File: config.mk
export PLATFORM = sky130hd
export DESIGN_NAME = mem_stage
export DESIGN_NICKNAME = d
export VERILOG_FILES = /design/src/hdl/mem_stage_pkg.sv /design/src/hdl/mem_access.sv /design/src/hdl/load_align.sv /design/src/hdl/mem_wb_reg.sv /design/src/hdl/mem_stage.sv
export SDC_FILE = /design/constraint.sdc
export NUM_CORES = 1
export LEC_CHECK = 0
export ABC_CLOCK_PERIOD_IN_PS = 6700
export BUFFER_PORTS_ARGS = -buffer_cell sky130_fd_sc_hd__buf_2
export CAP_MARGIN = 20
export CORE_AREA = 2 2 152 154
export CTS_CLUSTER_DIAMETER = 80
export DETAILED_ROUTE_END_ITERATION = 10
export DIE_AREA = 0 0 154 156
export PLACE_DENSITY = 0.47
export RECOVER_POWER = 50
export SLEW_MARGIN = 20
export SYNTH_ARGS = -nofsm -noshare
export SYNTH_HDL_FRONTEND = slang
export SYNTH_SLANG_ARGS = --single-unit
File: constraint.sdc
create_clock -name clk -period 6.7 [get_ports clk]
set_input_delay 1.34 -clock clk [delete_from_list [all_inputs] [get_ports clk]]
set_output_delay 1.34 -clock clk [all_outputs]
set_load 0.01 [all_outputs]
File: src/hdl/mem_stage_pkg.sv
package mem_stage_pkg;

  // ====================================================================
  // Widths
  // ====================================================================

  // Data and address width
  localparam int XLEN       = 32;
  // Byte lanes in one data word
  localparam int NUM_LANES  = 4;
  // Bits that pick a lane inside a word
  localparam int LANE_IDX_W = $clog2(NUM_LANES);
  // Register file index
  localparam int REG_ADDR_W = 5;
  // Sub-word sizes used by the load aligner
  localparam int BYTE_W     = 8;
  localparam int HALF_W     = 16;

  // ====================================================================
  // Encodings
  // ====================================================================

  // Load/store width, same layout as funct3
  // Low two bits give the size, bit 2 marks an unsigned load
  typedef enum logic [2:0] {
    LS_B  = 3'd0,
    LS_H  = 3'd1,
    LS_W  = 3'd2,
    LS_BU = 3'd4,
    LS_HU = 3'd5
  } ls_size_e;

  // Source of the value written back to rd
  typedef enum logic [2:0] {
    RES_ALU = 3'd0,
    RES_MEM = 3'd1,
    RES_PC4 = 3'd2,
    RES_TGT = 3'd3,
    RES_CSR = 3'd4
  } res_src_e;

  // Trap cause carried down the pipe
  typedef enum logic [1:0] {
    TRAP_NONE          = 2'd0,
    TRAP_ILLEGAL       = 2'd1,
    TRAP_ECALL         = 2'd2,
    TRAP_LDST_MISALIGN = 2'd3
  } trap_code_e;

  // ====================================================================
  // Stage bundles
  // ====================================================================

  // Handed over by the execute stage
  typedef struct packed {
    logic                  reg_write;
    logic                  mem_read;
    logic                  mem_write;
    res_src_e              res_src;
    logic [REG_ADDR_W-1:0] rd;
    ls_size_e              size;
    logic [XLEN-1:0]       alu_result;  // Effective address for loads and stores
    logic [XLEN-1:0]       rs2_data;    // Raw store data
    logic [XLEN-1:0]       pc_plus4;
    logic [XLEN-1:0]       jb_tgt;
    logic [XLEN-1:0]       csr_rdata;
    logic                  trap;
    trap_code_e            trap_code;
  } ex_mem_t;

  // Request toward the data memory, addresses always word aligned
  typedef struct packed {
    logic                 ren;
    logic [XLEN-1:0]      raddr;
    logic                 we;
    logic [XLEN-1:0]      waddr;
    logic [XLEN-1:0]      wdata;
    logic [NUM_LANES-1:0] wstrb;
  } dmem_req_t;

  // Contents of the MEM/WB register
  typedef struct packed {
    logic                  reg_write;
    logic [REG_ADDR_W-1:0] rd;
    logic [XLEN-1:0]       wb_data;
    logic                  trap;
    trap_code_e            trap_code;
  } mem_wb_t;

endpackage

File: src/hdl/mem_access.sv
`timescale 1ns/10ps

// Address check, store lane formatting and data-memory request
// Purely combinational
module mem_access (
  input  logic                          ex_valid_i,
  input  mem_stage_pkg::ex_mem_t        ex_i,
  output mem_stage_pkg::dmem_req_t      dmem_req_o,
  output logic                          trap_o,
  output mem_stage_pkg::trap_code_e     trap_code_o
);

  // Offset of the access inside the word
  logic [mem_stage_pkg::LANE_IDX_W-1:0] lane;
  // Address with the lane bits cleared
  logic [mem_stage_pkg::XLEN-1:0]       word_addr;

  // Memory instruction of any kind
  logic                                 is_mem_op;
  // Address does not fit the access size
  logic                                 misalign;
  // Any trap blocks the access
  logic                                 blocked;

  // Store data and strobes before write gating
  logic [mem_stage_pkg::XLEN-1:0]       st_data;
  logic [mem_stage_pkg::NUM_LANES-1:0]  st_strb;

  assign lane      = ex_i.alu_result[mem_stage_pkg::LANE_IDX_W-1:0];
  assign word_addr = {ex_i.alu_result[mem_stage_pkg::XLEN-1:mem_stage_pkg::LANE_IDX_W],
                      {mem_stage_pkg::LANE_IDX_W{1'b0}}};
  assign is_mem_op = ex_i.mem_read | ex_i.mem_write;

  // ====================================================================
  // Misalignment check
  // ====================================================================

  always_comb begin
    misalign = 1'b0;
    if (is_mem_op) begin
      case (ex_i.size)
        // Halfword needs an even address
        mem_stage_pkg::LS_H,
        mem_stage_pkg::LS_HU: misalign = lane[0];
        // Word needs both low bits clear
        mem_stage_pkg::LS_W:  misalign = |lane;
        // Byte is always aligned
        default:              misalign = 1'b0;
      endcase
    end
  end

  // Misalignment overrides the incoming code
  assign trap_o      = ex_i.trap | misalign;
  assign trap_code_o = misalign ? mem_stage_pkg::TRAP_LDST_MISALIGN : ex_i.trap_code;
  assign blocked     = trap_o;

  // ====================================================================
  // Store formatting
  // ====================================================================

  always_comb begin
    case (ex_i.size)
      mem_stage_pkg::LS_B,
      mem_stage_pkg::LS_BU: begin
        // Low byte copied into every lane, one strobe at the offset
        st_data = {mem_stage_pkg::NUM_LANES{ex_i.rs2_data[7:0]}};
        st_strb = {{(mem_stage_pkg::NUM_LANES-1){1'b0}}, 1'b1} << lane;
      end
      mem_stage_pkg::LS_H,
      mem_stage_pkg::LS_HU: begin
        // Low half copied into both halves, upper or lower pair of strobes
        st_data = {2{ex_i.rs2_data[15:0]}};
        st_strb = lane[1] ? 4'b1100 : 4'b0011;
      end
      default: begin
        // Full word as is
        st_data = ex_i.rs2_data;
        st_strb = '1;
      end
    endcase
  end

  // ====================================================================
  // Memory request
  // ====================================================================

  // Only valid, untrapped memory instructions touch the memory
  assign dmem_req_o.ren   = ex_valid_i & ex_i.mem_read & ~blocked;
  assign dmem_req_o.raddr = word_addr;
  assign dmem_req_o.we    = ex_valid_i & ex_i.mem_write & ~blocked;
  assign dmem_req_o.waddr = word_addr;
  assign dmem_req_o.wdata = st_data;
  // No strobes for anything but a store
  assign dmem_req_o.wstrb = ex_i.mem_write ? st_strb : '0;

endmodule

File: src/hdl/load_align.sv
`timescale 1ns/10ps

// Load data alignment and extension
// Moves the addressed byte or halfword down to bit 0
module load_align (
  input  logic [mem_stage_pkg::XLEN-1:0]       rdata_i,
  input  logic [mem_stage_pkg::LANE_IDX_W-1:0] addr_lo_i,
  input  mem_stage_pkg::ls_size_e              size_i,
  output logic [mem_stage_pkg::XLEN-1:0]       ld_data_o
);

  // Selected byte at the offset
  logic [mem_stage_pkg::BYTE_W-1:0] ld_byte;
  // Selected halfword, upper or lower half of the word
  logic [mem_stage_pkg::HALF_W-1:0] ld_half;

  // ====================================================================
  // Lane select
  // ====================================================================

  always_comb begin
    case (addr_lo_i)
      2'd0:    ld_byte = rdata_i[7:0];
      2'd1:    ld_byte = rdata_i[15:8];
      2'd2:    ld_byte = rdata_i[23:16];
      default: ld_byte = rdata_i[31:24];
    endcase
  end

  // Bit 0 of the offset is zero for an aligned halfword
  assign ld_half = addr_lo_i[1] ? rdata_i[31:16] : rdata_i[15:0];

  // ====================================================================
  // Extension
  // ====================================================================

  always_comb begin
    case (size_i)
      // Signed byte
      mem_stage_pkg::LS_B:
        ld_data_o = {{(mem_stage_pkg::XLEN-mem_stage_pkg::BYTE_W){ld_byte[7]}}, ld_byte};
      // Unsigned byte
      mem_stage_pkg::LS_BU:
        ld_data_o = {{(mem_stage_pkg::XLEN-mem_stage_pkg::BYTE_W){1'b0}}, ld_byte};
      // Signed halfword
      mem_stage_pkg::LS_H:
        ld_data_o = {{(mem_stage_pkg::XLEN-mem_stage_pkg::HALF_W){ld_half[15]}}, ld_half};
      // Unsigned halfword
      mem_stage_pkg::LS_HU:
        ld_data_o = {{(mem_stage_pkg::XLEN-mem_stage_pkg::HALF_W){1'b0}}, ld_half};
      // Word passes through
      default:
        ld_data_o = rdata_i;
    endcase
  end

endmodule

File: src/hdl/mem_wb_reg.sv
`timescale 1ns/10ps

// Writeback value select, forwarding result and MEM/WB register
module mem_wb_reg (
  input  logic                              clk,
  input  logic                              rst_n,

  // Instruction in the memory stage
  input  logic                              ex_valid_i,
  input  mem_stage_pkg::ex_mem_t            ex_i,

  // Merged trap from the access path
  input  logic                              trap_i,
  input  mem_stage_pkg::trap_code_e         trap_code_i,

  // Aligned load data
  input  logic [mem_stage_pkg::XLEN-1:0]    ld_data_i,

  // Hold the register
  input  logic                              stall_i,

  output logic [mem_stage_pkg::XLEN-1:0]    fwd_result_o,
  output logic                              wb_valid_o,
  output mem_stage_pkg::mem_wb_t            wb_o
);

  // Value the instruction will write to rd
  logic [mem_stage_pkg::XLEN-1:0]       result;

  // Register advances whenever the hazard unit lets it
  logic                                 advance;

  // Control part of the register, cleared on reset and bubble
  logic                                 valid_q;
  logic                                 reg_write_q;
  logic                                 trap_q;

  // Payload part of the register
  logic [mem_stage_pkg::REG_ADDR_W-1:0] rd_q;
  logic [mem_stage_pkg::XLEN-1:0]       wb_data_q;
  mem_stage_pkg::trap_code_e            trap_code_q;

  // ====================================================================
  // Result select
  // ====================================================================

  always_comb begin
    case (ex_i.res_src)
      mem_stage_pkg::RES_MEM: result = ld_data_i;
      mem_stage_pkg::RES_PC4: result = ex_i.pc_plus4;
      mem_stage_pkg::RES_TGT: result = ex_i.jb_tgt;
      mem_stage_pkg::RES_CSR: result = ex_i.csr_rdata;
      // ALU ops and anything unknown
      default:                result = ex_i.alu_result;
    endcase
  end

  // Same value goes out for forwarding in this cycle
  assign fwd_result_o = result;

  // ====================================================================
  // MEM/WB register
  // ====================================================================

  assign advance = ~stall_i;

  // Control fields, an empty slot loads as a bubble
  always_ff @(posedge clk) begin
    if (!rst_n) begin
      valid_q     <= 1'b0;
      reg_write_q <= 1'b0;
      trap_q      <= 1'b0;
    end else if (advance) begin
      valid_q     <= ex_valid_i;
      // A trapping instruction never writes rd
      reg_write_q <= ex_valid_i & ex_i.reg_write & ~trap_i;
      trap_q      <= ex_valid_i & trap_i;
    end
  end

  // Payload, left as is on a bubble
  always_ff @(posedge clk) begin
    if (advance && ex_valid_i) begin
      rd_q        <= ex_i.rd;
      wb_data_q   <= result;
      trap_code_q <= trap_code_i;
    end
  end

  assign wb_valid_o = valid_q;
  assign wb_o = '{
    reg_write: reg_write_q,
    rd:        rd_q,
    wb_data:   wb_data_q,
    trap:      trap_q,
    trap_code: trap_code_q
  };

endmodule

File: src/hdl/mem_stage.sv
`timescale 1ns/10ps

// Data-memory stage of the pipeline
// Access path and load aligner run side by side in the same cycle,
// the writeback select and MEM/WB register combine their results
module mem_stage (
  input  logic                              clk,
  input  logic                              rst_n,

  // From the execute stage
  input  logic                              ex_valid_i,
  input  mem_stage_pkg::ex_mem_t            ex_i,

  // Hazard unit hold
  input  logic                              stall_i,

  // Data memory, read data answers in the same cycle
  output mem_stage_pkg::dmem_req_t          dmem_req_o,
  input  logic [mem_stage_pkg::XLEN-1:0]    dmem_rdata_i,

  // Result for forwarding, valid in the current cycle
  output logic [mem_stage_pkg::XLEN-1:0]    fwd_result_o,

  // Toward writeback
  output logic                              wb_valid_o,
  output mem_stage_pkg::mem_wb_t            wb_o
);

  // ====================================================================
  // Internal wires
  // ====================================================================

  // Combined trap (incoming or misaligned) and its final code
  logic                                mem_trap;
  mem_stage_pkg::trap_code_e           mem_trap_code;

  // Load data after lane select and extension
  logic [mem_stage_pkg::XLEN-1:0]      ld_data;

  // ====================================================================
  // Memory access path
  // ====================================================================

  mem_access i_mem_access (
    .ex_valid_i  (ex_valid_i),
    .ex_i        (ex_i),
    .dmem_req_o  (dmem_req_o),
    .trap_o      (mem_trap),
    .trap_code_o (mem_trap_code)
  );

  // ====================================================================
  // Load aligner
  // ====================================================================

  // Byte offset inside the word comes straight from the address
  load_align i_load_align (
    .rdata_i   (dmem_rdata_i),
    .addr_lo_i (ex_i.alu_result[mem_stage_pkg::LANE_IDX_W-1:0]),
    .size_i    (ex_i.size),
    .ld_data_o (ld_data)
  );

  // ====================================================================
  // Writeback select and MEM/WB register
  // ====================================================================

  mem_wb_reg i_mem_wb_reg (
    .clk          (clk),
    .rst_n        (rst_n),
    .ex_valid_i   (ex_valid_i),
    .ex_i         (ex_i),
    .trap_i       (mem_trap),
    .trap_code_i  (mem_trap_code),
    .ld_data_i    (ld_data),
    .stall_i      (stall_i),
    .fwd_result_o (fwd_result_o),
    .wb_valid_o   (wb_valid_o),
    .wb_o         (wb_o)
  );

endmodule

## Word-level counts from Yosys, hierarchy flattened

Cells that the tools add are included.

- Bits in registers: 42

- Equal/unequal tests: 10
- Shifts and indexed selects: 1
- Muxes and demuxes: 10
- Bitwise operators: 11
- Reduce and logical (&&, ||, !) cells: 6

Operators by type and width:

| operator | number |
|---|---|
| 32-bit case mux with 4 select lines | 2 |
| 32-bit case mux with 2 select lines | 1 |
| 8-bit case mux with 3 select lines | 1 |
| 16-bit two-way mux | 1 |
| 3-bit by 2-bit == test with 1-bit output (second input constant) | 3 |
| 3-bit == test (second input constant) | 3 |
| 4-bit two-way mux | 2 |
| 4-bit case mux with 2 select lines | 1 |
| 1-bit AND | 7 |
| 3-bit by 1-bit == test with 1-bit output (second input constant) | 2 |
| 2-bit OR reduction | 3 |
| 1-bit by 2-bit left shift with 4-bit output (first input constant) | 1 |
| 3-bit zero test | 1 |
| 2-bit by 1-bit == test with 1-bit output (second input constant) | 1 |
| 2-bit == test (second input constant) | 1 |
| 2-bit zero test | 1 |
| 1-bit inverter | 2 |
| 1-bit bitwise OR | 2 |
| 1-bit case mux with 2 select lines | 1 |
| 1-bit logical AND | 1 |
| 1-bit two-way mux | 1 |

## Longest topological paths before layout

Gate-level depths: netlist of the first run.

- Depth in word-level cells: 7
- Gate-level depth with buffers: 7

## By module

Synthesis of the first run repeated with hierarchy kept, for this count alone.

- Cell total of the unflattened synthesis: 490
- Area total of the unflattened synthesis: 4529.3 µm²

Modules (own cells, without submodules):

| module | times used | cells an instance | area each (µm²) | sequential area each (µm²) |
|---|---|---|---|---|
| mem_wb_reg | 1 | 215 | 2489.9 | 1231.2 |
| mem_access | 1 | 142 | 1069.8 | 0.0 |
| load_align | 1 | 133 | 969.7 | 0.0 |

## Worst setup path before layout of the first run

OpenSTA, ideal clock, no wires.

- Path kind: input to output
- Start: input ex_i[171] in the netlist's numbering
- End: output fwd_result_o[22] in the netlist's numbering
- Arrival time: 2.611 ns
- Setup slack: 2.749 ns
- Cell stages on the path: 6
- Path buffers: 2
- Path through: buf_2 -> nor2_1 -> xnor2_1 -> clkbuf_1 -> nor2_1 -> o21ai_0

- Cells in the longest elaborated chain, start to end: 2
- Elaborated cells between the ends (all ways): 5
- Classes of those cells: eq/ne: 4; mux: 1

RTL lines:

| what | line | source |
|---|---|---|
| start: declaration | mem_stage.sv:12 | `input mem_stage_pkg::ex_mem_t ex_i,` |
| 3-bit == test, or another cell as far along | mem_wb_reg.sv:48 | `case (ex_i.res_src)` |
| 32-bit case mux with 4 select lines * | mem_wb_reg.sv:48 |  |
| end: declaration | mem_stage.sv:22 | `output logic [mem_stage_pkg::XLEN-1:0] fwd_result_o,` |

Every way passes the cells marked *; elsewhere a longest branch is shown, timed or not.

## Worst setup path after layout of the first run

- Start: input ex_i[163] in the netlist's numbering
- End: output fwd_result_o[6] in the netlist's numbering

- Cells in the longest elaborated chain, start to end: 3
- Elaborated cells between the ends (all ways): 6
- Classes of those cells: eq/ne: 3; mux: 2; reduce/logical: 1

RTL lines:

| what | line | source |
|---|---|---|
| 3-bit == test, or another cell as far along | load_align.sv:38 | `case (size_i)` |
| 32-bit case mux with 4 select lines * | load_align.sv:38 |  |
| 32-bit case mux with 4 select lines * | mem_wb_reg.sv:48 |  |

Marks and branches as above.

==> summary.txt, run 1 <==
Power
  • Total chip power: roughly 960 uW
  • Pwr Density: 160 mW/mm2
  • Leak pwr: 2.76 nW
  • VDD IR max: 91.8 uV

Outcome
  • Status: complete, but fails checks
  • Failing checks: max-capacitance violations, max-slew violations

Cells and area
  • Proportion of layout cells with a drive suffix above 1: 0.442
  • Finished Cell Area: 0.00598 mm2
  • Area Overhead vs Synth: 39.0%
  • Multi-input logic area: 0.00227 mm2
  • Seq. cell area: roughly 0.0012 mm2
  • Nets: 1028
  • Fillcell total: roughly 2600

Synthesis
  • Synth area leaders: edfxtp_1, buf_4, mux2_2
  • Ys Warns: 0
  • Register bit total from synthesis: 42
  • Unique masters post-synth: 55
  • Cells after synthesis: about 530
  • Post-synthesis average cell area: just over 8 um2
  • Asr flop ratio synth: 0
  • Cell taking the most area after synthesis: edfxtp_1
  • Mapped cell area: about 0.0043 mm2
  • Number of synthesized flops with an enable pin: 39
  • Post-synthesis sequential area ratio: 0.286
  • Top cell type's share of synthesized area: 0.272
  • Top_reg_cell synth: edfxtp_1

Drt
  • Routed WL: 22.3 mm
  • DR iter-0 viols: 381
  • WL/cell: 20.2 um
  • Met1 WL: between 8 and 9 mm
  • Drt pass-1 iters: 5
  • Via count: 5028
  • Met3 Wirelength: 1.64 mm
  • Number of antenna-violating nets in the routed design: 0
  • Drt via density: between 4 and 5
  • Number of remaining DRC errors: 0
  • DR top layer: met5
  • Wire length on met2: 11.6 mm

Setup path
  • Most used cell, CP: buf_2
  • Slowest CP cell: a21oi_1
  • Crit-path cells: buf_2, or2b_1, a21oi_1, o221ai_1, o21ai_0, buf_2
  • Crit Path Category: input pin to output pin
  • Max stage delay on crit path: 0.74 ns
  • Critical Path Sink Type: output pin
  • Crit path max-delay family: compound AO/OA/AOI/OAI gates
  • Startpoint types: input pin
  • Worst Path Required: 5.36 ns
  • Worst path bufs/invs: 2
  • Critical path data arrival time: 3.77 ns
  • Critical Path Fanout Max: 25

CTS
  • Hold-fix buffers, CTS: 0
  • Bufs on Longest Clock Path: 2
  • Setup bufs post-CTS: 0
  • H-tree lvl count: 2
  • CTS buffer count: 5
  • Clk Latency, worst-skew pair: 0.30 ns
  • # clock sinks: between 40 and 50
  • Clock slew at reported path FFs: 0.08 ns
  • Root Driver: clkbuf_16
  • CTS resizes: 0
  • CTS tree: built

Floorplan
  • Die ar.: 0.0240 mm2
  • Row Count: 55
  • Die Wd: 154 um
  • Chip height: 156 um
  • Top-Level Pins: 389
  • Initial cell density of the core: 0.192
  • Core ar.: 0.0224 mm2

GRT
  • Global route overflow: 0
  • First-pass GRT wire length: 30.8 mm
  • Initial antenna violation count: 8
  • Gr usage total: 0.175
  • Pin count of the biggest net entering global routing: 51
  • Vias in the first global route: 4868

Min path
  • Type of the worst min-delay path: flip-flop to flip-flop

STA
  • Hold slack final: around 0.50 ns
  • RSZ-0062 raised after global routing: no
  • Final Slew Violations: 31
  • Achievable Freq: 0.196 GHz
  • Post-layout min period: between 5 and 6 ns
  • Worst slew pin tran: between 1.5 and 2 ns
  • Final number of setup-violating endpoints: 0
  • Sum Neg Setup Slack: 0 ns
  • Fin. Hold Viols: 0
  • Period utilization: 0.763
  • Worst slew margin: -0.277
  • Worst Skew: 0 ns

Placement
  • GPL Wtd Cong: 0.785
  • # port buffers: 384
  • Area after DPL: 0.00594 mm2
  • Dpl hpwl: 17.8 mm

Flow run
  • Max_cap viols: 2
## metal layers
metal  GRT usage  up-vias
li1            -     2408
met1       0.200     2333
met2       0.330      264
met3      0.0433       15
met4      0.0320        8
met5           0        -
## per-stage QoR
step	utilization	cells	setup slack, ns
floorplan	-	529	2.75
global placement	0.266	1093	1.57
detailed placement	0.266	1093	1.57
CTS	0.272	1101	1.57
global route	0.267	1101	1.44
finish	0.268	1104	1.59
## cells by family (layout without fill, tap and decap cells)
kind of cell	count (synthesis)	after routing	share of synthesized area
simple gates	168	168	0.200
compound gates	141	141	0.228
buf+inv	137	424	0.191
flops	42	42	0.286
mux	36	36	0.0927
other cells	1	7	0.000871
xor+xnor	1	1	0.00204
## where the power goes
part           leakage [nW]  total [mW]  switching (mW)  internal, mW
Sequential            0.395       0.320         0.00605         0.314
Clock                0.0704       0.272           0.131         0.141
Combinational          2.30       0.364           0.213         0.151
Total                  2.76       0.956           0.351         0.605
## tightest hold or removal path: stages (launching register included)
cell     delay, ns
dfxtp_1       0.33
nand3_1       0.07
o21ai_0       0.07
## worst paths after layout
| path | from | to | slack (ns) | cells past startpoint |
|---|---|---|---|---|
| worst min register to register | i_mem_wb_reg.trap_q | i_mem_wb_reg.trap_q | 0.50 | 2 |
| worst max-delay path | ex_i[163] | fwd_result_o[6] | 1.59 | 6 |
| worst min-delay path | i_mem_wb_reg.trap_q | i_mem_wb_reg.trap_q | 0.50 | 2 |
| worst max register to register | i_mem_wb_reg.reg_write_q | i_mem_wb_reg.reg_write_q | 5.94 | 2 |
## synth_stat cells (6+ instances only)
library cell	count
o21ai_2	10
edfxtp_1	39
buf_2	12
nand2_1	56
o21ai_0	38
mux2i_1	14
a221oi_1	9
nand3b_1	6
and3_1	9
mux2_2	21
nor2_1	32
a222oi_1	17
a21oi_1	29
buf_4	74
nor2b_1	35
inv_1	25
clkbuf_1	23
## placed cells by master (no fill, tap or decap), types with 3 or more instances in the layout
| master | n |
|---|---|
| and3_1 | 9 |
| edfxtp_1 | 39 |
| o21ai_0 | 38 |
| and3b_1 | 4 |
| diode_2 | 3 |
| nor3b_1 | 3 |
| dfxtp_1 | 3 |
| nand3b_1 | 6 |
| a221oi_1 | 9 |
| buf_2 | 304 |
| clkbuf_16 | 5 |
| a21oi_1 | 29 |
| o22ai_1 | 3 |
| clkbuf_1 | 81 |
| a222oi_1 | 17 |
| mux2_2 | 21 |
| or2_2 | 5 |
| o21ai_2 | 10 |
| a32oi_1 | 5 |
| mux2i_1 | 14 |
| nor2_1 | 31 |
| buf_4 | 6 |
| nor2b_1 | 34 |
| a31oi_1 | 5 |
| inv_1 | 25 |
| conb_1 | 4 |
| a311oi_1 | 3 |
| a21o_1 | 3 |
| and2_1 | 4 |
| or3_1 | 3 |
| o22a_1 | 5 |
| nand2_1 | 56 |
## area by class of cell
type / count / area share
diodes: 3 / 0.00125
multi-input cells: 350 / 0.380
clock buffers: 5 / 0.0209
inverters: 25 / 0.0157
well taps: 285 / 0.0596
clock inverters: 3 / 0.00418
flip-flops and latches: 42 / 0.206
repair buffers: 391 / 0.313
## state kept, by name, indices dropped and copies added (netlist names)
register	count
i_mem_wb_reg.rd_q	5
i_mem_wb_reg.trap_q	1
i_mem_wb_reg.wb_data_q	32
i_mem_wb_reg.wb_valid_o	1
i_mem_wb_reg.reg_write_q	1
i_mem_wb_reg.trap_code_q	2
(Power assumes the default switching activity.)
==> run 2, diff against run 1 <==
- ABC_CLOCK_PERIOD_IN_PS: 6700 -> 4100
- CORE_AREA: 2 2 152 154 -> 2 2 153 155
- DIE_AREA: 0 0 154 156 -> 0 0 155 157
- PLACE_DENSITY: 0.47 -> 0.48
- clock period: 6.7 -> 4.1 ns (I/O delays scaled with it)
==> run 2 against run 1 <==
Compared with the run above:
- the run still ends with max-capacitance violations, max-slew violations left
- total power up 75%
- clock skew unchanged
- combinational power up 66%
- sequential cell count unchanged
- register-to-register slack worse by 2.6 ns
- worst setup slack worse by 1.3 ns
==> summary.txt, run 2 (synthesized netlist as in run 1, its figures left out) <==
Cells and area
  • Most common cell after layout, fill and taps aside: buf_2
  • Final core occ: 0.270 (+0.00281)
  • Finished Cell Area: 0.00608 mm2 (+1.7%)
  • Seq. cell area: 0.00123 mm2 (unchanged)
  • Multi-input logic area: 0.00227 mm2 (unchanged)
  • Most frequent cells in the layout: buf_2, clkbuf_1, nand2_1, edfxtp_1, o21ai_0
  • Fillcell total: 2535 (-1.7%)
  • Nets: 1040 (+1.2%)
  • Max FFs per register: 32 (unchanged)
  • Area Overhead vs Synth: 41.4%
  • Proportion of layout cells with a drive suffix above 1: 0.415 (-0.0269)
  • Largest regs: i_mem_wb_reg.wb_data_q: 32 flops, i_mem_wb_reg.rd_q: 5 flops, i_mem_wb_reg.trap_code_q: 2 flops
  • Largest Register: i_mem_wb_reg.wb_data_q

Placement
  • Dpl hpwl: 18.5 mm (+3.6%)
  • GPL Wtd Cong: 0.803 (+2.3%)
  • Area after DPL: 0.00603 mm2 (+1.5%)
  • # port buffers: 384 (unchanged)

CTS
  • CTS buffer count: 5 (unchanged)
  • Clock slew at reported path FFs: 0.07 ns (about the same)
  • Setup bufs post-CTS: 0 (unchanged)
  • # clock sinks: 42 (unchanged)
  • CTS tree: built
  • CTS resizes: 0 (unchanged)
  • Bufs on Longest Clock Path: 2 (unchanged)
  • Clk Latency, worst-skew pair: 0.30 ns (about the same)
  • Root Driver: clkbuf_16
  • Hold-fix buffers, CTS: 0 (unchanged)
  • H-tree lvl count: 2 (unchanged)

STA
  • Sum Neg Setup Slack: 0 ns (unchanged)
  • Period utilization: 0.921
  • Final number of setup-violating endpoints: 0 (unchanged)
  • Fin. Hold Viols: 0 (unchanged)
  • Achievable Freq: 0.265 GHz
  • Hold slack final: 0.491 ns (-0.00850 ns)
  • Post-layout min period: 3.78 ns
  • Worst Skew: 0 ns (unchanged)
  • Final Slew Violations: 16 (-48%)
  • Worst slew pin tran: 1.71 ns (-0.204 ns)
  • Worst slew margin: -0.144 (+0.133)
  • RSZ-0062 raised after global routing: no

Floorplan
  • Core ar.: 0.0225 mm2 (+0.62%)
  • Die ar.: 0.0243 mm2 (+1.3%)
  • Top-Level Pins: 389 (unchanged)
  • Die Wd: 155 um (+0.65%)
  • Row Count: 55 (unchanged)
  • Initial cell density of the core: 0.191 (-0.00118)
  • Chip height: 157 um (+0.64%)

Outcome
  • Status: complete, but fails checks
  • Failing checks: max-capacitance violations, max-slew violations

Setup path
  • R2r startpoint: i_mem_wb_reg.reg_write_q
  • Critical Path Fanout Max: 24 (-4.0%)
  • Startpoint types: input pin
  • Critical Path Sink Type: output pin
  • Critical Path Start: ex_i[173]
  • Critical path data arrival time: 2.96 ns (-0.81 ns)
  • Worst Path Required: 3.28 ns (-2.08 ns)
  • R2R setup slack: 3.32 ns (-2.62 ns)
  • Crit Path Category: input pin to output pin

Power
  • Switching share of power: 0.336 (-0.0306)
  • Clock share of power: 0.330 (+0.045)
  • Pwr Density: 276 mW/mm2 (+73%)
  • Internal power: 1.11 mW (+84%)
  • VDD IR max: 142 uV (+55%)
  • Leak pwr: 2.76 nW (+0.11%)
  • Reg power frac: 0.311 (-0.023)
  • Combinational share of power: 0.359 (-0.022)
  • Switch Pwr: 564 uW (+61%)

GRT
  • Pin count of the biggest net entering global routing: 46 (-9.8%)
  • Gr usage total: 0.172 (-0.00255)
  • First-pass GRT wire length: 30.7 mm (-0.18%)
  • Global route overflow: 0 (unchanged)
  • Initial antenna violation count: 8 (unchanged)
  • Vias in the first global route: 4851 (-0.35%)

Drt
  • Drt pass-1 iters: 5 (unchanged)
  • Drt via density: 4.64 (+1.9%)
  • Routed WL: 22.2 mm (-0.41%)
  • Number of antenna-violating nets in the routed design: 0 (unchanged)
  • Met1 WL: 8.76 mm (-1.7%)
  • DR iter-0 viols: 378 (-0.79%)
  • Wire length on met2: 11.5 mm (-0.63%)
  • Number of remaining DRC errors: 0 (unchanged)
  • Via count: 5180 (+3.0%)
  • DR top layer: met4
  • WL/cell: 19.9 um (-1.5%)
  • Met3 Wirelength: 1.74 mm (+6.1%)

Min path
  • Type of the worst min-delay path: flip-flop to flip-flop
  • Hold path startpoint: i_mem_wb_reg.trap_q

Flow run
  • Max_cap viols: 1 (-1)
-- run 2: final cells by class --
class                      instances  area share
multi-input combinational        350       0.374
antenna                            3     0.00123
tap                              285      0.0586
sequential                        42       0.202
inverter                          25      0.0154
clock buffer                       5      0.0206
clock inverter                     3      0.0113
timing repair buffer             403       0.317
-- run 2: metal layers --
| layer | GRT usage | vias to the layer above |
|---|---|---|
| met3 | 0.0369 | 21 |
| met2 | 0.322 | 307 |
| met4 | 0.0309 | 0 |
| met1 | 0.203 | 2432 |
| met5 | 0 | - |
| li1 | - | 2420 |
-- run 2: worst paths after layout --
check / end / cells after the start
max: fwd_result_o[7] / 6
min: i_mem_wb_reg.trap_q / 2
max reg2reg: i_mem_wb_reg.reg_write_q / 2
min reg2reg: i_mem_wb_reg.trap_q / 2
-- run 2: stage by stage --
step	std cells	total power [mW]	worst slack (ns)
3_5_place_dp	1105	1.16	0.271
2_1_floorplan	529	0.872	0.979
3_3_place_gp	1105	1.16	0.300
4_1_cts	1113	1.72	0.273
6_report	1116	1.68	0.323
5_1_grt	1114	1.77	0.213
-- run 2: power groups by stage --
stage | registers [mW] | logic, mW | clock network (mW)
6_report | 0.521 | 0.603 | 0.553
5_1_grt | 0.525 | 0.659 | 0.584
4_1_cts | 0.520 | 0.628 | 0.573
3_5_place_dp | 0.530 | 0.625 | 0
3_3_place_gp | 0.529 | 0.627 | 0
2_1_floorplan | 0.549 | 0.323 | 0
-- run 2: worst max-delay path, stage by stage --
cell	delay (ns)
buf_2	0.24
nor2_2	0.73
a222oi_1	0.34
a311oi_1	0.49
nor3_1	0.15
buf_2	0.17
